===== src/design/ddr_params.svh =====
// Build-time sizes for the DDR lane link
// Included by the link package and by every module that sizes a queue or a lane bus

`ifndef DDR_PARAMS_SVH
`define DDR_PARAMS_SVH

// Data lanes, each carries two bits per clock
`define DDR_LANES 4

// Word width, two beats of 2*DDR_LANES bits
`define DDR_WORD_W 16

// Transmit queue depth, also the sender's starting credit count
`define DDR_TX_DEPTH 4

// Receive buffer depth
`define DDR_RX_DEPTH 8

// Consumer credits loaded at reset
// Must not exceed DDR_RX_DEPTH or the receive buffer can overflow
`define DDR_RX_CREDITS 4

`endif


===== src/design/ddr_io_pkg.sv =====
// Types of the dual-edge input cell
// Imported by the input sampler, the deframer and the top level

`default_nettype none

package ddr_io_pkg;

   //####################################################################
   // Sampling mode of the input cell
   //####################################################################
   typedef enum logic [1:0] {
      MODE_BYPASS    = 2'd0,  // Pin straight through, no fall sample
      MODE_OPPOSITE  = 2'd1,  // Fall sample straight off the negedge
      MODE_SAME      = 2'd2,  // Fall sample moved to the posedge
      MODE_PIPELINED = 2'd3   // Same edge plus one more register
   } ddr_mode_e;

   //####################################################################
   // One lane's pair of samples
   //####################################################################
   typedef struct packed {
      logic rise;  // Posedge sample
      logic fall;  // Negedge sample
   } ddr_sample_t;

endpackage

`default_nettype wire


===== src/design/ddr_link_pkg.sv =====
// Link-level types shared by the transmit path, the receive path and the bench
// Sizes come from the params header

`default_nettype none

`include "ddr_params.svh"

package ddr_link_pkg;

   //####################################################################
   // Payload word
   //####################################################################
   typedef struct packed {
      logic [`DDR_WORD_W-1:0] data;
   } ddr_word_t;

   //####################################################################
   // One clock's worth of lane values
   //####################################################################
   typedef struct packed {
      logic [2*`DDR_LANES-1:0] data;  // Half a word
      logic                    valid; // Beat carries data
      logic                    first; // Low half of a word
   } ddr_beat_t;

   //####################################################################
   // Deframer FSM
   //####################################################################
   typedef enum logic {
      RX_IDLE   = 1'b0,  // Waiting for a first beat
      RX_SECOND = 1'b1   // Low half held, waiting for the high half
   } ddr_rx_state_e;

endpackage

`default_nettype wire


===== src/design/ddr_iddr.sv =====
// Dual-edge input sampler for one lane
// Captures the pin on both clock edges and presents a rise/fall pair whose
// alignment is picked by mode. LATCH_HOLD selects a hold latch for the
// falling capture; leave it at 0 for cycle-based simulation

`default_nettype none

module ddr_iddr
   import ddr_io_pkg::*;
#(
   parameter bit LATCH_HOLD = 1'b0  // 1 = transparent-low latch, 0 = negedge flop
) (
   input  logic        clk,
   input  ddr_mode_e   mode,   // Alignment select
   input  logic        pin,    // Lane input, toggles on both edges
   output ddr_sample_t sample  // Rise and fall samples
);

   logic r_edge_q;   // Posedge capture
   logic f_edge_q;   // Negedge capture
   logic f_align_q;  // Negedge capture retimed to posedge
   logic pipe_r_q;   // Extra stage for pipelined mode
   logic pipe_f_q;

   always_ff @(posedge clk)
      r_edge_q <= pin;

   // Falling capture, latch or flop
   generate
      if (LATCH_HOLD) begin : g_latch
         always_latch begin
            if (!clk)
               f_edge_q <= pin;  // Open while clk low, holds through high phase
         end
      end else begin : g_flop
         always_ff @(negedge clk)
            f_edge_q <= pin;
      end
   endgenerate

   always_ff @(posedge clk) begin
      f_align_q <= f_edge_q;   // Fall data onto the rising edge
      pipe_r_q  <= r_edge_q;
      pipe_f_q  <= f_align_q;
   end

   //####################################################################
   // Output select
   //####################################################################
   always_comb begin
      unique case (mode)
         MODE_BYPASS:    sample = '{rise: pin,      fall: 1'b0};
         MODE_OPPOSITE:  sample = '{rise: r_edge_q, fall: f_edge_q};
         MODE_SAME:      sample = '{rise: r_edge_q, fall: f_align_q};
         MODE_PIPELINED: sample = '{rise: pipe_r_q, fall: pipe_f_q};
         default:        sample = '0;
      endcase
   end

endmodule

`default_nettype wire


===== src/design/ddr_tx_serializer.sv =====
// Transmit side of the lane link
// Queues words from a credit-holding sender and sends each as two beats,
// low half first, over DDR_LANES data lanes plus one framing lane.
// One credit returns per word, in the cycle its second beat leaves

`default_nettype none

`include "ddr_params.svh"

module ddr_tx_serializer
   import ddr_link_pkg::*;
(
   input  logic                 clk,
   input  logic                 arst_n,
   input  logic                 tx_valid,   // Sender holds a credit
   input  ddr_word_t            tx_word,
   output logic                 tx_credit,  // One pulse per freed entry
   output logic [`DDR_LANES:0]  lanes       // Top lane is framing
);

   localparam int DEPTH = `DDR_TX_DEPTH;
   localparam int AW    = (DEPTH > 1) ? $clog2(DEPTH) : 1;
   localparam int CW    = $clog2(DEPTH + 1);
   localparam int BW    = 2 * `DDR_LANES;   // Bits per beat

   typedef enum logic {SEQ_LOW, SEQ_HIGH} seq_state_e;

   ddr_word_t           mem [DEPTH];  // Queue storage
   logic [AW-1:0]       wr_ptr;
   logic [AW-1:0]       rd_ptr;
   logic [CW-1:0]       count;
   seq_state_e          state;
   ddr_beat_t           beat;         // This cycle's beat
   logic                pop;
   logic [`DDR_LANES:0] rise_bits;
   logic [`DDR_LANES:0] fall_bits;
   logic [`DDR_LANES:0] rise_q;       // Posedge half of the lane pair
   logic [`DDR_LANES:0] fall_q;       // Negedge half of the lane pair
   logic [`DDR_LANES:0] fall_hold;    // Fall bits parked until negedge

   //####################################################################
   // Word queue
   //####################################################################
   always_ff @(posedge clk)
      if (tx_valid)
         mem[wr_ptr] <= tx_word;

   always_ff @(posedge clk or negedge arst_n) begin
      if (!arst_n) begin
         wr_ptr    <= '0;
         rd_ptr    <= '0;
         count     <= '0;
         state     <= SEQ_LOW;
         tx_credit <= 1'b0;
      end else begin
         if (tx_valid)
            wr_ptr <= (wr_ptr == AW'(DEPTH - 1)) ? '0 : wr_ptr + 1'b1;
         if (pop)
            rd_ptr <= (rd_ptr == AW'(DEPTH - 1)) ? '0 : rd_ptr + 1'b1;
         if (tx_valid && !pop)
            count <= count + 1'b1;
         else if (pop && !tx_valid)
            count <= count - 1'b1;
         tx_credit <= pop;                  // Entry freed with the high beat
         if (state == SEQ_HIGH)
            state <= SEQ_LOW;
         else if (count != '0)
            state <= SEQ_HIGH;              // Low beat goes out now
      end
   end

   // Beat sequencer, idle beats stay all zero
   always_comb begin
      beat = '0;
      pop  = 1'b0;
      if (state == SEQ_HIGH) begin
         beat.data  = mem[rd_ptr].data[BW +: BW];
         beat.valid = 1'b1;
         pop        = 1'b1;
      end else if (count != '0) begin
         beat.data  = mem[rd_ptr].data[BW-1:0];
         beat.valid = 1'b1;
         beat.first = 1'b1;
      end
   end

   //####################################################################
   // Dual-edge lane driver
   //####################################################################
   assign rise_bits = {beat.valid, beat.data[`DDR_LANES-1:0]};   // Framing rise = valid
   assign fall_bits = {beat.first, beat.data[BW-1:`DDR_LANES]};  // Framing fall = first

   // XOR pair, lanes show rise bits after posedge and fall bits after negedge
   always_ff @(posedge clk or negedge arst_n) begin
      if (!arst_n) begin
         rise_q    <= '0;
         fall_hold <= '0;
      end else begin
         rise_q    <= rise_bits ^ fall_q;
         fall_hold <= fall_bits;
      end
   end

   always_ff @(negedge clk or negedge arst_n) begin
      if (!arst_n)
         fall_q <= '0;
      else
         fall_q <= fall_hold ^ rise_q;
   end

   assign lanes = rise_q ^ fall_q;  // Glitch-free merge of both edges

endmodule

`default_nettype wire


===== src/design/ddr_rx_deframer.sv =====
// Receive front end of the lane link
// One input sampler per lane, framing lane included, then a gearbox that
// rebuilds words from the framing lane. Each half launched by the
// transmitter lands on the opposite receive edge, so tx rise bits arrive
// in the fall samples and tx fall bits in the rise samples

`default_nettype none

`include "ddr_params.svh"

module ddr_rx_deframer
   import ddr_io_pkg::*, ddr_link_pkg::*;
(
   input  logic                clk,
   input  logic                arst_n,
   input  ddr_mode_e           mode,
   input  logic [`DDR_LANES:0] lanes,
   output logic                word_valid,  // One-cycle pulse per word
   output ddr_word_t           word
);

   localparam int BW = 2 * `DDR_LANES;

   ddr_sample_t [`DDR_LANES:0] samples;
   logic        [`DDR_LANES:0] fall_d;    // Fall samples one cycle late
   logic        [`DDR_LANES:0] fall_sel;  // Fall samples paired with rise
   ddr_beat_t                  beat;
   ddr_rx_state_e              state;
   logic        [BW-1:0]       low_q;     // Held low half

   //####################################################################
   // Lane samplers
   //####################################################################
   for (genvar i = 0; i <= `DDR_LANES; i++) begin : g_lane
      ddr_iddr #(
         .LATCH_HOLD (1'b0)   // Flop capture for cycle simulation
      ) u_iddr (
         .clk    (clk),
         .mode   (mode),
         .pin    (lanes[i]),
         .sample (samples[i])
      );
   end

   // Opposite-edge fall runs half a cycle ahead of its rise partner
   always_ff @(posedge clk or negedge arst_n) begin
      if (!arst_n)
         fall_d <= '0;
      else
         for (int i = 0; i <= `DDR_LANES; i++)
            fall_d[i] <= samples[i].fall;
   end

   // Beat rebuild
   always_comb begin
      for (int i = 0; i <= `DDR_LANES; i++)
         fall_sel[i] = (mode == MODE_OPPOSITE) ? fall_d[i] : samples[i].fall;
      for (int i = 0; i < `DDR_LANES; i++) begin
         beat.data[i]            = fall_sel[i];       // Tx rise half
         beat.data[`DDR_LANES+i] = samples[i].rise;   // Tx fall half
      end
      beat.valid = fall_sel[`DDR_LANES];
      beat.first = samples[`DDR_LANES].rise;
   end

   //####################################################################
   // Gearbox FSM
   //####################################################################
   always_ff @(posedge clk)
      if (beat.valid)
         low_q <= beat.data;   // Only used after a first beat

   always_ff @(posedge clk or negedge arst_n) begin
      if (!arst_n) begin
         state      <= RX_IDLE;
         word_valid <= 1'b0;
      end else begin
         word_valid <= 1'b0;
         if (beat.valid && beat.first)
            state <= RX_SECOND;             // New word, restarts a partial one
         else if (beat.valid && state == RX_SECOND) begin
            state      <= RX_IDLE;
            word_valid <= 1'b1;
         end
      end
   end

   always_ff @(posedge clk)
      if (beat.valid && !beat.first && state == RX_SECOND)
         word.data <= {beat.data, low_q};   // High half on top

endmodule

`default_nettype wire


===== src/design/ddr_rx_credit_fifo.sv =====
// Receive buffer of the lane link
// Stores rebuilt words and hands one per cycle to the consumer while it
// holds credits. The consumer returns a credit with a one-cycle rx_credit
// pulse; a credit is permission to send, so there is no ready

`default_nettype none

`include "ddr_params.svh"

module ddr_rx_credit_fifo
   import ddr_link_pkg::*;
(
   input  logic      clk,
   input  logic      arst_n,
   input  logic      in_valid,   // Word from the deframer
   input  ddr_word_t in_word,
   input  logic      rx_credit,  // Consumer returns one credit
   output logic      rx_valid,   // Spends one credit
   output ddr_word_t rx_word
);

   localparam int DEPTH = `DDR_RX_DEPTH;
   localparam int AW    = (DEPTH > 1) ? $clog2(DEPTH) : 1;
   localparam int CW    = $clog2(DEPTH + 1);
   localparam int KW    = $clog2(`DDR_RX_CREDITS + 1);

   ddr_word_t     mem [DEPTH];
   logic [AW-1:0] wr_ptr;
   logic [AW-1:0] rd_ptr;
   logic [CW-1:0] count;     // Words buffered
   logic [KW-1:0] credits;   // Consumer credits on hand
   logic          pop;

   //####################################################################
   // Storage
   //####################################################################
   always_ff @(posedge clk)
      if (in_valid)
         mem[wr_ptr] <= in_word;

   assign pop      = (count != '0) && (credits != '0);
   assign rx_valid = pop;
   assign rx_word  = mem[rd_ptr];   // Head word, meaningful with rx_valid

   //####################################################################
   // Pointers, fill level and credits
   //####################################################################
   always_ff @(posedge clk or negedge arst_n) begin
      if (!arst_n) begin
         wr_ptr  <= '0;
         rd_ptr  <= '0;
         count   <= '0;
         credits <= KW'(`DDR_RX_CREDITS);   // Consumer starts full
      end else begin
         if (in_valid)
            wr_ptr <= (wr_ptr == AW'(DEPTH - 1)) ? '0 : wr_ptr + 1'b1;
         if (pop)
            rd_ptr <= (rd_ptr == AW'(DEPTH - 1)) ? '0 : rd_ptr + 1'b1;
         if (in_valid && !pop)
            count <= count + 1'b1;
         else if (pop && !in_valid)
            count <= count - 1'b1;
         // Spend and return in one cycle cancel
         if (pop && !rx_credit)
            credits <= credits - 1'b1;
         else if (rx_credit && !pop)
            credits <= credits + 1'b1;
      end
   end

endmodule

`default_nettype wire


===== src/design/ddr_loopback_top.sv =====
// Loopback top of the DDR lane link
// Transmit lanes feed the receive samplers directly inside one clock domain.
// Supported modes are opposite edge, same edge and pipelined same edge;
// completion is marked only by rx_valid

`default_nettype none

`include "ddr_params.svh"

module ddr_loopback_top
   import ddr_io_pkg::*, ddr_link_pkg::*;
(
   input  logic      clk,
   input  logic      arst_n,
   input  ddr_mode_e mode,       // Sampling mode, 1 to 3
   input  logic      tx_valid,
   input  ddr_word_t tx_word,
   input  logic      rx_credit,
   output logic      tx_credit,
   output logic      rx_valid,
   output ddr_word_t rx_word
);

   logic [`DDR_LANES:0] lanes;       // Loopback lane bus
   logic                word_valid;
   ddr_word_t           word;

   ddr_tx_serializer u_tx (
      .clk       (clk),
      .arst_n    (arst_n),
      .tx_valid  (tx_valid),
      .tx_word   (tx_word),
      .tx_credit (tx_credit),
      .lanes     (lanes)
   );

   ddr_rx_deframer u_rx (
      .clk        (clk),
      .arst_n     (arst_n),
      .mode       (mode),
      .lanes      (lanes),
      .word_valid (word_valid),
      .word       (word)
   );

   ddr_rx_credit_fifo u_fifo (
      .clk       (clk),
      .arst_n    (arst_n),
      .in_valid  (word_valid),
      .in_word   (word),
      .rx_credit (rx_credit),
      .rx_valid  (rx_valid),
      .rx_word   (rx_word)
   );

endmodule

`default_nettype wire


===== config.mk =====
export PLATFORM = sky130hd
export DESIGN_NAME = ddr_loopback_top
export DESIGN_NICKNAME = d
export VERILOG_FILES = /design/src/design/ddr_io_pkg.sv /design/src/design/ddr_link_pkg.sv /design/src/design/ddr_iddr.sv /design/src/design/ddr_tx_serializer.sv /design/src/design/ddr_rx_deframer.sv /design/src/design/ddr_rx_credit_fifo.sv /design/src/design/ddr_loopback_top.sv
export VERILOG_INCLUDE_DIRS = /design/src /design/src/design
export SDC_FILE = /design/constraint.sdc
export NUM_CORES = 1
export LEC_CHECK = 0
export ABC_CLOCK_PERIOD_IN_PS = 3090
export BUFFER_PORTS_ARGS = -buffer_cell sky130_fd_sc_hd__buf_2
export CORE_MARGIN = 2
export CORE_UTILIZATION = 61
export DETAILED_ROUTE_END_ITERATION = 16
export PLACE_DENSITY = 0.79
export SLEW_MARGIN = 5
export SYNTH_ARGS = -nofsm -noshare
export SYNTH_HDL_FRONTEND = slang
export SYNTH_SLANG_ARGS = --single-unit

===== constraint.sdc =====
create_clock -name clk -period 3.09 [get_ports clk]
set_input_delay 0.309 -clock clk [delete_from_list [all_inputs] [get_ports clk]]
set_output_delay 0.309 -clock clk [all_outputs]
set_load 0.005 [all_outputs]

==> results_dict.tcl, run 1 <==
set metrics [dict create \
    status "finished with violations" \
    violations "setup timing" \
    min_from "tx_word[2]" \
    worst_r2r_path_depth 5 \
    final_area_mm2 0.0125 \
    hold_path_class "input port to flip-flop" \
    crit_fanout 16 \
    avgSynthCellArea_um2 19.7 \
    port_buffers 39 \
    drive_gt1_frac 0.231 \
    cts.sinks 284 \
    cp.arrival_ns 3.36 \
    setup_tns_ns -0.558 \
    cellPowerDensity_mw_per_mm2 959 \
    fin_ws_ns -0.0417 \
    startpoint "u_tx.fall_q[4]$_DFF_NN0_" \
    syn-num-nets 588 \
    seq_area_mm2 0.00806 \
    die_w_um 137 \
    setup_viol 16 \
    drtAntennaViolNets 0 \
    synth-edff-count 216 \
    crit_path_end_kind "flip-flop" \
    multi_input_area_mm2 0.00261 \
    place_ws_ns -0.0771 \
    io_pins 40 \
    chipHeight_um 137 \
    power_leakage_nw 4.58 \
    fin_nets 670 \
    synth_cells 549 \
    grt_use_total 0.213 \
    crit_type "flip-flop to flip-flop" \
    peakVddDrop_mv 0.581 \
    vias_per_cell 5.74 \
    dr.first_iter.drc_count 314 \
    vias 5043 \
    cp-start-kind "flip-flop" \
    grt_pass1_vias 5442 \
    ys_seq_area_frac 0.745 \
    r2r_start "u_tx.fall_q[4]$_DFF_NN0_" \
    grt_overflow 0 \
    coreArea_mm2 0.0173 \
    ctsResizeCount 0 \
    htreeDepth 1 \
    yosysWarnings 0 \
    placedInstanceArea_mm2 0.0113 \
    hold_slack_ns 0.0299 \
    hold_depth 1 \
    route.detailed.drc 0 \
    cap_violations 0 \
    clk_pin_slew_ns 0.06 \
    synth_area_mm2 0.0108 \
    grt_setup_unrepaired "true" \
    required_ns 3.31 \
    gp_congestion 0.710 \
    worst_slew_pin_slew_ns 0.927 \
    dp_hpwl_mm 11.1 \
    synth-main-ff-cell "edfxtp_1" \
    cts_tree "yes" \
    cts_made_buffers 28 \
    synthToLayoutAreaGrowth_pct 15.1 \
    slew_headroom 0.382 \
    grt_pass1_wl_mm 29.8 \
    ys_types 37 \
    finalHoldViolCount 0 \
    worstSkewPairLatency_ns 0.57 \
    avgRoutedWirePerCell_um 21.3 \
    fillers 1005 \
    fp.dieArea_mm2 0.0188 \
    skew_ns 0.0572 \
    dr.pass1.iters 5 \
    fin_util 0.720 \
    slew_violations 0 \
    clockBufferDepth 3 \
    finalWirelength_mm 18.7 \
    ys_async_sr_fraction 0.151 \
    antenna_found_initial 2 \
    post-cts-setup-buffers 0 \
    synth_seq_cells 284 \
    start_util 0.626 \
    rows 48 \
    grt_max_degree 34 \
    clockRootBuffer "clkbuf_16" \
]
## synth_stat cells, types with 8 or more instances
| cell type | n | area, um2 |
|---|---|---|
| inv_1 | 11 | 41.3 |
| edfxtp_1 | 216 | 6490 |
| mux4_1 | 31 | 815 |
| dfxtp_1 | 25 | 500 |
| ha_1 | 14 | 175 |
| o21ai_0 | 11 | 55.1 |
| nor2_1 | 12 | 45.0 |
| nand2_1 | 35 | 131 |
| mux4_2 | 13 | 293 |
| mux2_2 | 32 | 360 |
| xnor2_1 | 9 | 78.8 |
| xor2_1 | 14 | 123 |
| dfrtp_1 | 37 | 926 |
| mux2i_1 | 16 | 160 |
| clkbuf_1 | 8 | 30.0 |
## final cells by class
cell class                 instances  share of cell area
timing repair buffer              69              0.0378
sequential                       284               0.647
multi-input combinational        232               0.210
tap                              225              0.0226
inverter                          11             0.00331
antenna                            1            0.000201
clock buffer                      34              0.0605
clock inverter                    23              0.0187
## path summary, 6_finish.rpt
path,end,slack (ns)
setup / recovery,u_rx.word[10]$_DFFE_PP_,-0.04
hold / removal,u_tx.mem[3][2]$_DFFE_PP_,0.03
setup reg to reg,u_rx.word[10]$_DFFE_PP_,-0.04
hold reg to reg,u_rx.g_lane[0].u_iddr.pipe_f_q$_DFF_P_,0.35
max in group asynchronous,u_tx.fall_q[2]$_DFF_NN0_,1.02
min in group asynchronous,u_tx.wr_ptr[0]$_DFFE_PN0P_,0.27
## layout by cell type, fill, tap and decap left out, drive strengths merged, types with 7 or more instances in the layout
master,n
edfxtp,216
buf,54
mux4,44
dfrtp,37
nand2,35
mux2,34
clkbuf,34
dfxtp,25
mux2i,16
inv,16
dlygate4sd3,15
xor2,14
ha,14
nor2,12
o21ai,11
xnor2,9
clkinv,8
nor3,7
## metal layers
layer | GRT usage | wire length [um] | up-vias | part of all wire
li1 | - | - | 2315 | -
met1 | 0.261 | 7100 | 2547 | 0.38
met2 | 0.397 | 10200 | 143 | 0.55
met3 | 0.0361 | 1070 | 36 | 0.057
met4 | 0.0515 | 319 | 2 | 0.017
met5 | 0 | 13 | - | 0.00069
## worst max-delay path, stage by stage, from the launching register on
cell     delay, ns
dfrtn_1       0.44
xor2_1        0.10
mux2i_1       0.20
o21ai_2       0.12
nor3b_4       0.24
buf_12        0.18
## power by group
part / internal (mW) / switching, mW / total (mW)
Clock: 2.15 / 1.37 / 3.52
Combinational: 1.51 / 1.32 / 2.83
Sequential: 5.02 / 0.585 / 5.61
Total: 8.69 / 3.27 / 12.0
## kinds of logic after synthesis
kind of cell	Yosys count	synth area share
buffers and inverters	33	0.0157
AO/OA/AOI/OAI	29	0.0171
flip-flops	284	0.745
multiplexers	94	0.153
XOR/XNOR	23	0.0186
AND/OR/NAND/NOR	69	0.0286
adder cells (fa/ha/maj)	17	0.0217
## sequential cells by signal, indices dropped and copies added, names as in the netlist, 2 cells and up
register / cells
u_tx.fall_hold: 5
u_rx.g_lane.u_iddr.r_edge_q: 5
u_tx.rd_ptr: 2
u_rx.g_lane.u_iddr.f_align_q: 5
u_fifo.rd_ptr: 3
u_rx.g_lane.u_iddr.pipe_r_q: 5
u_fifo.credits: 3
u_tx.mem: 64
u_tx.rise_q: 5
u_rx.g_lane.u_iddr.pipe_f_q: 5
u_tx.count: 3
u_rx.g_lane.u_iddr.f_edge_q: 5
u_rx.low_q: 8
u_tx.wr_ptr: 2
u_fifo.wr_ptr: 3
u_fifo.count: 4
u_tx.fall_q: 5
u_fifo.mem: 128
u_rx.fall_d: 5
u_rx.word: 16
## timing repair
action / CTS / global route
endpoints found under the hold margin: 70 / 0
setup endpoints to repair: 16 / 16
hold buffers: 15 / 0
## stage by stage
step	total power [mW]	instances
CTS	12.1	878
global route	12.6	879
detailed placement	8.53	807
global placement	8.32	807
finish	12.0	879
floorplan	7.69	549
Note: power is estimated with default switching activity, not from simulation.
==> run 2, diff against run 1 <==
--- a/config.mk
+++ b/config.mk
@@ -8,6 +8,7 @@
 export LEC_CHECK = 0
 export ABC_CLOCK_PERIOD_IN_PS = 3090
 export BUFFER_PORTS_ARGS = -buffer_cell sky130_fd_sc_hd__buf_2
+export CORE_ASPECT_RATIO = 1.5
 export CORE_MARGIN = 2
 export CORE_UTILIZATION = 61
 export DETAILED_ROUTE_END_ITERATION = 16
==> results_dict.tcl, run 2 (synthesis gave the netlist of run 1 again) <==
set metrics [dict create \
    place_ws_ns 0.00333 \
    ctsResizeCount 0 \
    worstSkewPairLatency_ns 0.57 \
    cp_num_buf_inv 1 \
    drtAntennaViolNets 0 \
    grt_setup_unrepaired "true" \
    grt_overflow 0 \
    antenna_found_initial 0 \
    crit_path_end_kind "flip-flop" \
    peakVddDrop_mv 0.857 \
    finalHoldViolCount 0 \
    cts_made_buffers 25 \
    dr.first_iter.drc_count 381 \
    post-cts-setup-buffers 0 \
    cellPowerDensity_mw_per_mm2 953 \
    worst_slew_pin_slew_ns 0.896 \
    rows 59 \
    io_pins 40 \
    gp_congestion 0.751 \
    power_leakage_nw 4.54 \
    cpLargestDelayFamily "flip-flops" \
    fin_ws_ns 0.00484 \
    clockBufferDepth 3 \
    finalNonFillerCells 857 \
    die_w_um 113 \
    cp.arrival_ns 3.30 \
    fp.dieArea_mm2 0.0188 \
    cap_violations 0 \
    fin_util 0.710 \
    route.detailed.drc 0 \
    finalWirelength_mm 18.0 \
    vias_per_cell 5.73 \
    setup_tns_ns 0 \
    slew_headroom 0.403 \
    dp.cells 796 \
    chipHeight_um 167 \
    grt_max_degree 36 \
    clockRootBuffer "clkbuf_16" \
    dr.pass1.iters 4 \
    layout_common_cells "edfxtp_1 (216), buf_2 (39), dfrtp_1 (37), nand2_1 (35), mux2_2 (32)" \
    final_common_cell "edfxtp_1" \
    start_util 0.624 \
    required_ns 3.31 \
    clk_pin_slew_ns 0.06 \
    dp_hpwl_mm 11.0 \
    grt_pass1_wl_mm 28.8 \
    coreArea_mm2 0.0173 \
    regMostFlops "u_fifo.mem" \
    crit_fanout 16 \
    grt_use_total 0.198 \
    largest_register_ffs 128 \
    hold_slack_ns 0.0231 \
    drive_gt1_frac 0.228 \
    slowest_delay_ns 0.44 \
    grt_pass1_vias 5426 \
    cts.sinks 284 \
    status "finished clean" \
    diodes 0 \
    synthToLayoutAreaGrowth_pct 13.9 \
    crit_type "flip-flop to flip-flop" \
    slew_violations 0 \
    setup_viol 0 \
    cp-start-kind "flip-flop" \
    cts_tree "yes" \
    top_regs "u_fifo.mem x128, u_tx.mem x64, u_rx.word x16" \
    port_buffers 39 \
    avgRoutedWirePerCell_um 21.1 \
    vias 4914 \
    fin_nets 664 \
    htreeDepth 1 \
    skew_ns 0.0670 \
    critPathSlowestCell "dfrtn_1" \
    hold_path_class "input port to flip-flop" \
    crit_chain "xor2_1 -> mux2i_1 -> o21ai_2 -> nor3b_4 -> buf_12" \
]
==> run 2: cell count changes in the layout (fill, tap and decap cells not counted), sizes merged <==
cell,delta
dlygate4sd3,-4
clkinv,-3
diode,-1
buf,+1
clkbuf,-3
clkinvlp,-3
inv,+3
==> run 2: final cells by class <==
cell class / instances / area, um2
Multi-Input combinational cell: 232 / 2610
Sequential cell: 284 / 8060
Inverter: 11 / 41.3
Fill cell: 1003 / 5020
Clock buffer: 31 / 679
Timing Repair Buffer: 66 / 438
Tap cell: 213 / 267
Clock inverter: 20 / 221
==> run 2: repair_timing <==
action	CTS	global route
hold endpoints to repair	55	0
hold buffers	11	0
cloned	0	0
endpoints found under the setup margin	11	16
==> run 2: metrics by stage <==
stage | power [mW] | cell area (um2)
3_3_place_gp | 8.32 | 11300
6_report | 11.7 | 12300
4_1_cts | 11.9 | 12300
5_1_grt | 12.3 | 12300
3_5_place_dp | 8.54 | 11300
2_1_floorplan | 7.69 | 10800
==> run 2: path summary, 6_finish.rpt <==
kind / from / to / slack [ns] / cells past startpoint
hold reg to reg: u_rx.g_lane[1].u_iddr.f_align_q$_DFF_P_ / u_rx.g_lane[1].u_iddr.pipe_f_q$_DFF_P_ / 0.35 / 0
min in group asynchronous: arst_n / u_rx.state$_DFFE_PN0P_ / 0.30 / 2
setup / recovery: u_tx.fall_q[4]$_DFF_NN0_ / u_rx.word[3]$_DFFE_PP_ / 0.005 / 5
hold / removal: tx_word[1] / u_tx.mem[2][1]$_DFFE_PP_ / 0.02 / 1
max in group asynchronous: arst_n / u_tx.fall_q[2]$_DFF_NN0_ / 0.96 / 2
setup reg to reg: u_tx.fall_q[4]$_DFF_NN0_ / u_rx.word[3]$_DFFE_PP_ / 0.005 / 5
==> run 2: power by group <==
part / leakage [nW] / internal, mW / switching, mW
sequential: 2.69 / 5.02 / 0.597
combinational: 1.39 / 1.52 / 1.31
clock: 0.457 / 1.99 / 1.31
total: 4.54 / 8.53 / 3.21
==> run 2: metal layers <==
layer,vias to the layer above,global-route usage,part of all wire
met5,-,0,0
met4,0,0.0599,0.021
met3,32,0.0311,0.041
met2,104,0.375,0.57
met1,2480,0.230,0.37
li1,2298,-,-
==> run 2: worst register-to-register path, stage by stage, from the launching register on <==
cell and delay [ns]:
dfrtn_1 0.44, xor2_1 0.10, mux2i_1 0.17, o21ai_2 0.11
nor3b_4 0.24, buf_12 0.18
